## config.mk

```make
export PLATFORM = sky130hd
export DESIGN_NAME = rv_core
export DESIGN_NICKNAME = d
export VERILOG_FILES = /design/src/logic/rv_isa_pkg.sv /design/src/logic/core_ctrl_pkg.sv /design/src/logic/instr_decoder.sv /design/src/logic/alu.sv /design/src/logic/reg_file.sv /design/src/logic/core_sequencer.sv /design/src/logic/cycle_counter.sv /design/src/logic/rv_core.sv
export SDC_FILE = /design/constraint.sdc
export NUM_CORES = 2
export LEC_CHECK = 0
export ABC_AREA = 1
export BUFFER_PORTS_ARGS = -buffer_cell sky130_fd_sc_hd__clkbuf_2
export CAP_MARGIN = 20
export CORE_MARGIN = 10
export CORE_UTILIZATION = 25
export DETAILED_ROUTE_END_ITERATION = 8
export PLACE_DENSITY_LB_ADDON = 0.05
export SETUP_SLACK_MARGIN = 0.15
export SYNTH_ARGS = -nofsm -noshare
export SYNTH_HDL_FRONTEND = slang
export SYNTH_SLANG_ARGS = --single-unit
```

## constraint.sdc

```tcl
create_clock -name clk -period 13.47 [get_ports clk]
set_input_delay 4.041 -clock clk [delete_from_list [all_inputs] [get_ports clk]]
set_output_delay 4.041 -clock clk [all_outputs]
set_load 0.01 [all_outputs]
```

## src/logic/rv_isa_pkg.sv

```systemverilog
`default_nettype none

package rv_isa_pkg;

	typedef logic [31:0] word_t;
	typedef logic [4:0]  reg_addr_t;
	typedef logic [6:0]  opcode_t;
	typedef logic [2:0]  funct3_t;
	typedef logic [6:0]  funct7_t;
	typedef logic [11:0] imm_short_t;
	typedef logic [11:0] csr_addr_t;

	// base opcodes
	localparam opcode_t OP     = 7'b0110011;
	localparam opcode_t OP_IMM = 7'b0010011;
	localparam opcode_t LOAD   = 7'b0000011;
	localparam opcode_t STORE  = 7'b0100011;
	localparam opcode_t BRANCH = 7'b1100011;
	localparam opcode_t JAL    = 7'b1101111;
	localparam opcode_t JALR   = 7'b1100111;
	localparam opcode_t LUI    = 7'b0110111;
	localparam opcode_t AUIPC  = 7'b0010111;
	localparam opcode_t SYSTEM = 7'b1110011;

	// lsb of each field in the instruction word
	localparam int OPCODE_LSB = 0;
	localparam int RD_LSB     = 7;
	localparam int FUNCT3_LSB = 12;
	localparam int RS1_LSB    = 15;
	localparam int RS2_LSB    = 20;
	localparam int FUNCT7_LSB = 25;

	// user counters, read only
	localparam csr_addr_t CSR_CYCLE    = 12'hC00;
	localparam csr_addr_t CSR_INSTRET  = 12'hC02;
	localparam csr_addr_t CSR_CYCLEH   = 12'hC80;
	localparam csr_addr_t CSR_INSTRETH = 12'hC82;

endpackage

`default_nettype wire

```

## src/logic/core_ctrl_pkg.sv

```systemverilog
`default_nettype none

package core_ctrl_pkg;

	typedef enum logic [2:0] {
		ALU_ADD,
		ALU_REG,
		ALU_IMM,
		ALU_BRANCH,
		ALU_PASS_B
	} alu_op_t;

	typedef enum logic [2:0] {
		S_FETCH,
		S_DECODE,
		S_EXEC,
		S_MEM,
		S_WB
	} core_state_t;

endpackage

`default_nettype wire

```

## src/logic/instr_decoder.sv

```systemverilog
`timescale 1ns/1ps
`default_nettype none

module instr_decoder import rv_isa_pkg::*, core_ctrl_pkg::*; (
	input wire word_t instruction,
	output opcode_t opcode,
	output funct3_t func3,
	output funct7_t func7,
	output reg_addr_t rs1,
	output reg_addr_t rs2,
	output reg_addr_t rd,
	output logic write_reg,
	output logic alu_src,
	output logic mem_to_reg,
	output logic read_mem,
	output logic write_mem,
	output logic imm_shift,
	output logic imm_src,
	output logic branch,
	output logic jalr,
	output logic auipc,
	output logic csr_type,
	output alu_op_t alu_op,
	output imm_short_t imm_short,
	output word_t imm_long
);

	assign opcode = instruction[OPCODE_LSB +: 7];
	assign rd     = instruction[RD_LSB +: 5];
	assign func3  = instruction[FUNCT3_LSB +: 3];
	assign rs1    = instruction[RS1_LSB +: 5];
	assign rs2    = instruction[RS2_LSB +: 5];
	assign func7  = instruction[FUNCT7_LSB +: 7];

	always_comb begin
		// everything low is a no-op
		write_reg = 1'b0;
		alu_src = 1'b0;
		mem_to_reg = 1'b0;
		read_mem = 1'b0;
		write_mem = 1'b0;
		imm_shift = 1'b0;
		imm_src = 1'b0;
		branch = 1'b0;
		jalr = 1'b0;
		auipc = 1'b0;
		csr_type = 1'b0;
		alu_op = ALU_ADD;
		// i-type layout unless overridden
		imm_short = instruction[31:20];
		imm_long = '0;
		case (opcode)
			OP: begin
				write_reg = 1'b1;
				alu_op = ALU_REG;
			end
			OP_IMM: begin
				write_reg = 1'b1;
				alu_src = 1'b1;
				alu_op = ALU_IMM;
			end
			LOAD: begin
				write_reg = 1'b1;
				alu_src = 1'b1;
				mem_to_reg = 1'b1;
				read_mem = 1'b1;
			end
			STORE: begin
				alu_src = 1'b1;
				write_mem = 1'b1;
				imm_short = {instruction[31:25], instruction[11:7]};
			end
			BRANCH: begin
				branch = 1'b1;
				imm_shift = 1'b1;
				alu_op = ALU_BRANCH;
				// imm[12:1], bit 0 added by the shift
				imm_short = {instruction[31], instruction[7], instruction[30:25],
					instruction[11:8]};
			end
			JAL: begin
				write_reg = 1'b1;
				branch = 1'b1;
				imm_src = 1'b1;
				imm_shift = 1'b1;
				alu_op = ALU_PASS_B;
				// imm[20:1] kept unshifted in the low bits
				imm_long = {12'd0, instruction[31], instruction[19:12], instruction[20],
					instruction[30:21]};
			end
			JALR: begin
				write_reg = 1'b1;
				alu_src = 1'b1;
				jalr = 1'b1;
			end
			LUI: begin
				write_reg = 1'b1;
				alu_src = 1'b1;
				imm_src = 1'b1;
				alu_op = ALU_PASS_B;
				imm_long = {instruction[31:12], 12'd0};
			end
			AUIPC: begin
				write_reg = 1'b1;
				imm_src = 1'b1;
				auipc = 1'b1;
				imm_long = {instruction[31:12], 12'd0};
			end
			SYSTEM: begin
				// csrrs only
				if (func3 == 3'b010) begin
					write_reg = 1'b1;
					csr_type = 1'b1;
					alu_op = ALU_PASS_B;
				end
			end
			default: begin
			end
		endcase
	end

endmodule

`default_nettype wire

```

## src/logic/alu.sv

```systemverilog
`timescale 1ns/1ps
`default_nettype none

module alu import rv_isa_pkg::*, core_ctrl_pkg::*; (
	input wire alu_op_t alu_op,
	input wire funct3_t func3,
	input wire funct7_t func7,
	input wire word_t a,
	input wire word_t b,
	output word_t result,
	output logic cond
);

	logic alt;
	word_t sra_res;

	// sub for register ops, sra for both
	assign alt = func7[5] && (alu_op == ALU_REG || (alu_op == ALU_IMM && func3 == 3'b101));
	assign sra_res = $signed(a) >>> b[4:0];

	always_comb begin
		result = '0;
		// jumps are unconditional
		cond = 1'b1;
		case (alu_op)
			ALU_ADD: result = a + b;
			ALU_PASS_B: result = b;
			ALU_BRANCH: begin
				case (func3)
					3'b000: cond = (a == b);
					3'b001: cond = (a != b);
					3'b100: cond = ($signed(a) < $signed(b));
					3'b101: cond = ($signed(a) >= $signed(b));
					3'b110: cond = (a < b);
					3'b111: cond = (a >= b);
					default: cond = 1'b0;
				endcase
			end
			default: begin
				case (func3)
					3'b000: result = alt ? a - b : a + b;
					3'b001: result = a << b[4:0];
					3'b010: result = {31'd0, $signed(a) < $signed(b)};
					3'b011: result = {31'd0, a < b};
					3'b100: result = a ^ b;
					3'b101: result = alt ? sra_res : a >> b[4:0];
					3'b110: result = a | b;
					default: result = a & b;
				endcase
			end
		endcase
	end

	always_comb begin
		assert ($isunknown({alu_op, func3, func7}) || alu_op == ALU_BRANCH
			|| !$isunknown(result));
	end

endmodule

`default_nettype wire

```

## src/logic/reg_file.sv

```systemverilog
`timescale 1ns/1ps
`default_nettype none

module reg_file import rv_isa_pkg::*; (
	input wire clk,
	input wire rst,
	input wire reg_addr_t rs1,
	input wire reg_addr_t rs2,
	output word_t rs1_data,
	output word_t rs2_data,
	input wire we,
	input wire reg_addr_t rd,
	input wire word_t rd_data
);

	word_t regs [32];

	assign rs1_data = regs[rs1];
	assign rs2_data = regs[rs2];

	always_ff @(posedge clk) begin
		if (rst) begin
			for (int i = 0; i < 32; i++) begin
				regs[i] <= '0;
			end
		end else if (we && rd != '0) begin
			// x0 never written
			regs[rd] <= rd_data;
		end
	end

endmodule

`default_nettype wire

```

## src/logic/core_sequencer.sv

```systemverilog
`timescale 1ns/1ps
`default_nettype none

module core_sequencer import rv_isa_pkg::*, core_ctrl_pkg::*; #(
	parameter word_t RESET_PC = '0
) (
	input wire clk,
	input wire rst,
	input wire read_mem,
	input wire write_mem,
	input wire branch,
	input wire jalr,
	input wire cond,
	input wire word_t target,
	input wire word_t jalr_target,
	output core_state_t state,
	output word_t pc,
	output logic retire
);

	core_state_t state_next;
	word_t pc_next;

	always_comb begin
		case (state)
			S_FETCH: state_next = S_DECODE;
			S_DECODE: state_next = S_EXEC;
			// only lw and sw visit memory
			S_EXEC: state_next = (read_mem || write_mem) ? S_MEM : S_WB;
			S_MEM: state_next = S_WB;
			default: state_next = S_FETCH;
		endcase
	end

	always_comb begin
		if (jalr) begin
			pc_next = jalr_target;
		end else if (branch && cond) begin
			pc_next = target;
		end else begin
			pc_next = pc + 32'd4;
		end
	end

	assign retire = (state == S_WB);

	always_ff @(posedge clk) begin
		if (rst) begin
			state <= S_FETCH;
			pc <= RESET_PC;
		end else begin
			state <= state_next;
			if (retire) begin
				pc <= pc_next;
			end
		end
	end

	assert property (@(posedge clk) disable iff (rst) retire |=> !retire);

endmodule

`default_nettype wire

```

## src/logic/cycle_counter.sv

```systemverilog
`timescale 1ns/1ps
`default_nettype none

module cycle_counter import rv_isa_pkg::*; #(
	parameter int COUNTER_WIDTH = 64
) (
	input wire clk,
	input wire rst,
	input wire retire,
	input wire csr_addr_t csr_addr,
	output word_t csr_rdata
);

	logic [COUNTER_WIDTH-1:0] cycle_cnt;
	logic [COUNTER_WIDTH-1:0] instret_cnt;

	always_ff @(posedge clk) begin
		if (rst) begin
			cycle_cnt <= '0;
			instret_cnt <= '0;
		end else begin
			cycle_cnt <= cycle_cnt + 1'b1;
			if (retire) begin
				instret_cnt <= instret_cnt + 1'b1;
			end
		end
	end

	// upper halves shift out to zero on 32-bit counters
	always_comb begin
		case (csr_addr)
			CSR_CYCLE: csr_rdata = cycle_cnt[31:0];
			CSR_INSTRET: csr_rdata = instret_cnt[31:0];
			CSR_CYCLEH: csr_rdata = word_t'(cycle_cnt >> 32);
			CSR_INSTRETH: csr_rdata = word_t'(instret_cnt >> 32);
			default: csr_rdata = '0;
		endcase
	end

endmodule

`default_nettype wire

```

## src/logic/rv_core.sv

```systemverilog
`timescale 1ns/1ps
`default_nettype none

module rv_core import rv_isa_pkg::*, core_ctrl_pkg::*; #(
	parameter word_t RESET_PC = '0,
	parameter int COUNTER_WIDTH = 64
) (
	input wire clk,
	input wire rst,
	output word_t imem_addr,
	input wire word_t imem_rdata,
	output word_t dmem_addr,
	output word_t dmem_wdata,
	output logic dmem_we,
	output logic dmem_re,
	input wire word_t dmem_rdata
);

	word_t ir;
	word_t rs1_q;
	word_t rs2_q;
	word_t result_q;
	word_t load_q;
	word_t rs1_data;
	word_t rs2_data;
	word_t imm;
	word_t alu_b;
	word_t alu_result;
	word_t target;
	word_t exec_value;
	word_t wb_data;
	word_t csr_rdata;
	word_t pc;
	word_t imm_long;
	opcode_t opcode;
	funct3_t func3;
	funct7_t func7;
	reg_addr_t rs1;
	reg_addr_t rs2;
	reg_addr_t rd;
	imm_short_t imm_short;
	alu_op_t alu_op;
	core_state_t state;
	logic write_reg;
	logic alu_src;
	logic mem_to_reg;
	logic read_mem;
	logic write_mem;
	logic imm_shift;
	logic imm_src;
	logic branch;
	logic jalr;
	logic auipc;
	logic csr_type;
	logic cond;
	logic retire;

	instr_decoder instr_decoder_i (
		.instruction(ir),
		.opcode(opcode),
		.func3(func3),
		.func7(func7),
		.rs1(rs1),
		.rs2(rs2),
		.rd(rd),
		.write_reg(write_reg),
		.alu_src(alu_src),
		.mem_to_reg(mem_to_reg),
		.read_mem(read_mem),
		.write_mem(write_mem),
		.imm_shift(imm_shift),
		.imm_src(imm_src),
		.branch(branch),
		.jalr(jalr),
		.auipc(auipc),
		.csr_type(csr_type),
		.alu_op(alu_op),
		.imm_short(imm_short),
		.imm_long(imm_long)
	);

	// sign extend, b and j offsets get bit 0 appended
	always_comb begin
		case ({imm_src, imm_shift})
			2'b00: imm = {{20{imm_short[11]}}, imm_short};
			2'b01: imm = {{19{imm_short[11]}}, imm_short, 1'b0};
			2'b10: imm = imm_long;
			default: imm = {{11{imm_long[19]}}, imm_long[19:0], 1'b0};
		endcase
	end

	assign alu_b = alu_src ? imm : rs2_q;
	assign target = pc + imm;

	alu alu_i (
		.alu_op(alu_op),
		.func3(func3),
		.func7(func7),
		.a(rs1_q),
		.b(alu_b),
		.result(alu_result),
		.cond(cond)
	);

	reg_file reg_file_i (
		.clk(clk),
		.rst(rst),
		.rs1(rs1),
		.rs2(rs2),
		.rs1_data(rs1_data),
		.rs2_data(rs2_data),
		.we(write_reg && retire),
		.rd(rd),
		.rd_data(wb_data)
	);

	core_sequencer #(
		.RESET_PC(RESET_PC)
	) core_sequencer_i (
		.clk(clk),
		.rst(rst),
		.read_mem(read_mem),
		.write_mem(write_mem),
		.branch(branch),
		.jalr(jalr),
		.cond(cond),
		.target(target),
		.jalr_target({alu_result[31:1], 1'b0}),
		.state(state),
		.pc(pc),
		.retire(retire)
	);

	cycle_counter #(
		.COUNTER_WIDTH(COUNTER_WIDTH)
	) cycle_counter_i (
		.clk(clk),
		.rst(rst),
		.retire(retire),
		.csr_addr(csr_addr_t'(imm_short)),
		.csr_rdata(csr_rdata)
	);

	// link address for jal and jalr
	always_comb begin
		if (csr_type) begin
			exec_value = csr_rdata;
		end else if (auipc) begin
			exec_value = target;
		end else if (branch || jalr) begin
			exec_value = pc + 32'd4;
		end else begin
			exec_value = alu_result;
		end
	end

	always_ff @(posedge clk) begin
		if (rst) begin
			ir <= '0;
		end else if (state == S_FETCH) begin
			ir <= imem_rdata;
		end
	end

	always_ff @(posedge clk) begin
		if (rst) begin
			rs1_q <= '0;
			rs2_q <= '0;
		end else if (state == S_DECODE) begin
			rs1_q <= rs1_data;
			rs2_q <= rs2_data;
		end
		if (state == S_EXEC) begin
			result_q <= exec_value;
		end
		if (state == S_MEM) begin
			load_q <= dmem_rdata;
		end
	end

	assign wb_data = mem_to_reg ? load_q : result_q;

	assign imem_addr = pc;
	assign dmem_addr = result_q;
	assign dmem_wdata = rs2_q;
	assign dmem_we = write_mem && (state == S_MEM);
	assign dmem_re = read_mem && (state == S_MEM);

	// non-memory opcodes go straight to writeback
	assert property (@(posedge clk) disable iff (rst)
		(state == S_EXEC && opcode != LOAD && opcode != STORE) |=> state == S_WB);

endmodule

`default_nettype wire

```

==> results.md <==
* RSZ-0062 raised after global routing: false
* Psw at 0.005803 W
* IO Pins at 164
* Worst path most repeated cell: nand2_1
* CP Launch Type: register
* Antenna violations before repair at 42
* Worst reg-to-reg setup slack at 5.69 ns
* Hold_buf cts at 0
* Post-detailed-route wirelength per cell at 31.44 um
* Core Region at 327,100 um^2
* Total wire length at 475.4 mm
* Avg Vias per Cell at 5.483
* Post-synthesis cell count at 10,869
* Starting DRC count in detailed routing at 10,536
* # fillers at 35,198
* Vias in the first global route at 77,096
* R2R depth at 29
* Async SR Flop Fraction at 0%
* Flops & latches, synth at 1,347
* Critical path startpoint: ir[0]$_SDFFE_PP0P_
* Switch share at 40.69%
* WP data arrival at 8.41 ns
* Crit-path max cell delay at 0.79 ns
* Top FF cell, synth: edfxtp_1
* Least-Margin Pin Slew at 1.386 ns
* HPWL after DPL at 334.0 mm
* FMAX at 128.5 MHz
* Final setup viols at 0
* Final Hold Vio Count at 0
* Power per standard cell area at 152.6 nW/um^2
* # DRC at 0
* Crit path max-delay cell type: nand2_1
* Cts bufs inserted at 180
* CP Class: reg2reg
* Layout net count at 10,810
* Insertion delay to the later sink of the worst-skew pair at 0.89 ns
* Status: complete, no violations
* GP Congestion at 0.9497
* Synth cell types at 59
* Total Routing Usage GR at 25.78%
* EDFF count, synth at 1,088
* Clock transition at path regs at 0.07 ns
* Worst-case clock buffer depth at 4
* Sequential share of power at 34.5%
* Via count at 82,900
* Die X at 593.2 um
* Clock sinks at 1,347
* Worst hold margin at 0.4675 ns
* Post-CTS Setup Bufs at 0
* Setup_tns at 0 ns
* Number of port buffers at 163
* Period Utilization, post-route at 57.78%
* Min-delay worst type: reg2reg
* P&R area growth vs syn at 13.72%
* First-pass GRT wire length at 647.0 mm
* Detailed Routing Iterations Pass 1 at 9
* Max-slew headroom at 7.577%
* Kind of end point of the critical path: register
* Max Slew Vio Count at 0
* Row cnt at 210
* Syn Area/Cell at 7.558 um^2
* CTS root buf: clkbuf_16
* End of the critical path: dmem_addr[30]$_DFFE_PN_
* FF-to-FF End: dmem_addr[30]$_DFFE_PN_
* Worst-case vdd ir drop at 0.08774 mV
* Gate power share at 31.4%
* Synthesized cell area at 82,150 um^2
* Starting Density at 25.11%
* Reg2reg start: ir[0]$_SDFFE_PP0P_
* Skew final at 0.06985 ns
* Largest net degree at the start of global routing at 145
* CP required at 14.10 ns
* Share of layout cells above drive strength 1 at 7.725%
* Die H at 593.2 um
* Seq/Total Area, Yosys at 46.08%
* GRT overflow at 0
* YS warnings at 0
* Max_cap viols at 0
* Die ar. at 351,900 um^2
* Post-CTS resize count at 0
* Leak at 35.19 nW
* Routed Antenna Nets at 0
* H-tree depth at 4
* Max FO, Critical Path at 65
* CTS tree: built
* Power Internal at 0.008458 W
* Clock power frac at 34.1%
* Tmin final at 7.783 ns
## per-stage QoR
stage / util, % / area, um^2 / instances / worst slack, ns / power, W
after detailed placement: 26.77 / 87590 / 14770 / 5.292 / 0.009368
after floorplan: - / 82260 / 10900 / 6.242 / 0.007133
after CTS: 28.52 / 93310 / 15099 / 5.984 / 0.01425
after global routing: 28.55 / 93380 / 15104 / 5.330 / 0.01474
final: 28.56 / 93420 / 15120 / 5.687 / 0.01426
after global placement: 26.75 / 87520 / 14766 / 5.346 / 0.009381
## layer usage
layer / global-route usage, % / share of wire, %
met5: 0 / 0.0057
met4: 7.208 / 3.2
met3: 3.769 / 7.6
met2: 38.98 / 43
met1: 38.01 / 46
## registers in the layout, indices dropped and copies added (netlist names)
name	flops
core_sequencer_i.state	3
ir	32
cycle_counter_i.instret_cnt	64
load_q	32
rs1_q	32
dmem_wdata	32
dmem_addr	32
core_sequencer_i.pc	32
cycle_counter_i.cycle_cnt	64
reg_file_i.regs	1024
## synth_stat cells (all sizes together) (2+ instances only)
master / instances / share of area, %
nand2: 1439 / 6.6
o21a: 16 / 0.15
mux2i: 32 / 0.39
nor2: 2774 / 13
xnor2: 31 / 0.33
a21oi: 345 / 2.1
a21o: 8 / 0.073
a221oi: 2 / 0.021
nor4: 45 / 0.34
a21boi: 4 / 0.037
ha: 131 / 2.0
o32ai: 36 / 0.38
buf: 125 / 0.82
o21ai: 1656 / 10
a22oi: 2 / 0.018
inv: 612 / 2.8
o2111ai: 41 / 0.44
clkbuf: 720 / 3.3
o211ai: 35 / 0.32
dfxtp: 259 / 6.3
nor3b: 8 / 0.073
xor2: 101 / 1.1
o221ai: 62 / 0.66
fa: 3 / 0.073
and3: 4 / 0.030
nand4: 57 / 0.43
nand3: 422 / 2.6
clkinv: 9 / 0.041
or2: 25 / 0.19
a31o: 2 / 0.021
a2111oi: 2 / 0.029
o21bai: 13 / 0.12
a211oi: 10 / 0.091
o22ai: 573 / 4.4
nand3b: 7 / 0.064
edfxtp: 1088 / 40
a31oi: 31 / 0.24
nor3: 133 / 0.83
## power groups by stage
stage	registers [W]	logic, W	clock network, W
2_1_floorplan	0.00483	0.00230	0
3_3_place_gp	0.00501	0.00437	0
3_5_place_dp	0.00501	0.00436	0
4_1_cts	0.00492	0.00437	0.00496
5_1_grt	0.00493	0.00471	0.00510
6_report	0.00492	0.00448	0.00486
## logic make-up after synthesis
| kind of cell | count (synthesis) | share of synthesized area [%] |
|---|---|---|
| adders and majority gates | 134 | 2.068 |
| xor gates and xnor gates | 132 | 1.407 |
| DFF | 1347 | 46.08 |
| AOI/OAI and AO/OA | 2842 | 19.20 |
| buffers and inverters | 1466 | 6.950 |
| and+or+nand+nor | 4915 | 23.90 |
| muxes | 32 | 0.3899 |
| other | 1 | 0.004565 |
## worst min-delay path by stage
stage / to / cells after the start / startpoint
after detailed placement: cycle_counter_i.cycle_cnt[0]$_SDFF_PP0_ / 1 / cycle_counter_i.cycle_cnt[0]$_SDFF_PP0_
after floorplan: cycle_counter_i.cycle_cnt[0]$_SDFF_PP0_ / 1 / cycle_counter_i.cycle_cnt[0]$_SDFF_PP0_
final: cycle_counter_i.cycle_cnt[0]$_SDFF_PP0_ / 1 / cycle_counter_i.cycle_cnt[0]$_SDFF_PP0_
after global routing: cycle_counter_i.cycle_cnt[0]$_SDFF_PP0_ / 1 / cycle_counter_i.cycle_cnt[0]$_SDFF_PP0_
after global placement: cycle_counter_i.cycle_cnt[0]$_SDFF_PP0_ / 1 / cycle_counter_i.cycle_cnt[0]$_SDFF_PP0_
after CTS: cycle_counter_i.cycle_cnt[0]$_SDFF_PP0_ / 1 / cycle_counter_i.cycle_cnt[0]$_SDFF_PP0_
## layout by cell type, fill, tap and decap left out, drive strengths merged, types with 35 or more instances in the layout
| cell | instances |
|---|---|
| o211ai | 35 |
| nand3 | 422 |
| o2111ai | 41 |
| nor2 | 2774 |
| clkbuf | 391 |
| o32ai | 36 |
| a21oi | 345 |
| inv | 619 |
| clkinv | 81 |
| edfxtp | 1088 |
| ha | 131 |
| nor3 | 133 |
| o21ai | 1656 |
| buf | 210 |
| o22ai | 573 |
| nor4 | 45 |
| nand4 | 57 |
| o221ai | 62 |
| xor2 | 101 |
| nand2 | 1439 |
| dfxtp | 259 |
## worst max-delay path: cells and delay by family, from the launching register on
kind	cells	cell delay, ns
simple gates	21	4.59
buf+inv	3	0.99
compound gates	3	0.91
fa+ha+maj	2	0.65
flops	1	0.32
## layout make-up
type                    instances  area [um^2]  share of cell area (%)
inverters                     621         2379                   2.546
flip-flops and latches       1347        37890                   40.56
clock inverters               101        928.4                  0.9938
well taps                    4346         5438                   5.821
repair buffers                373         2609                   2.792
clock buffers                 228         4797                   5.135
multi-input cells            8087        39340                   42.11
diodes                         17        42.54                 0.04554
Power figures use the tool's default switching activity.
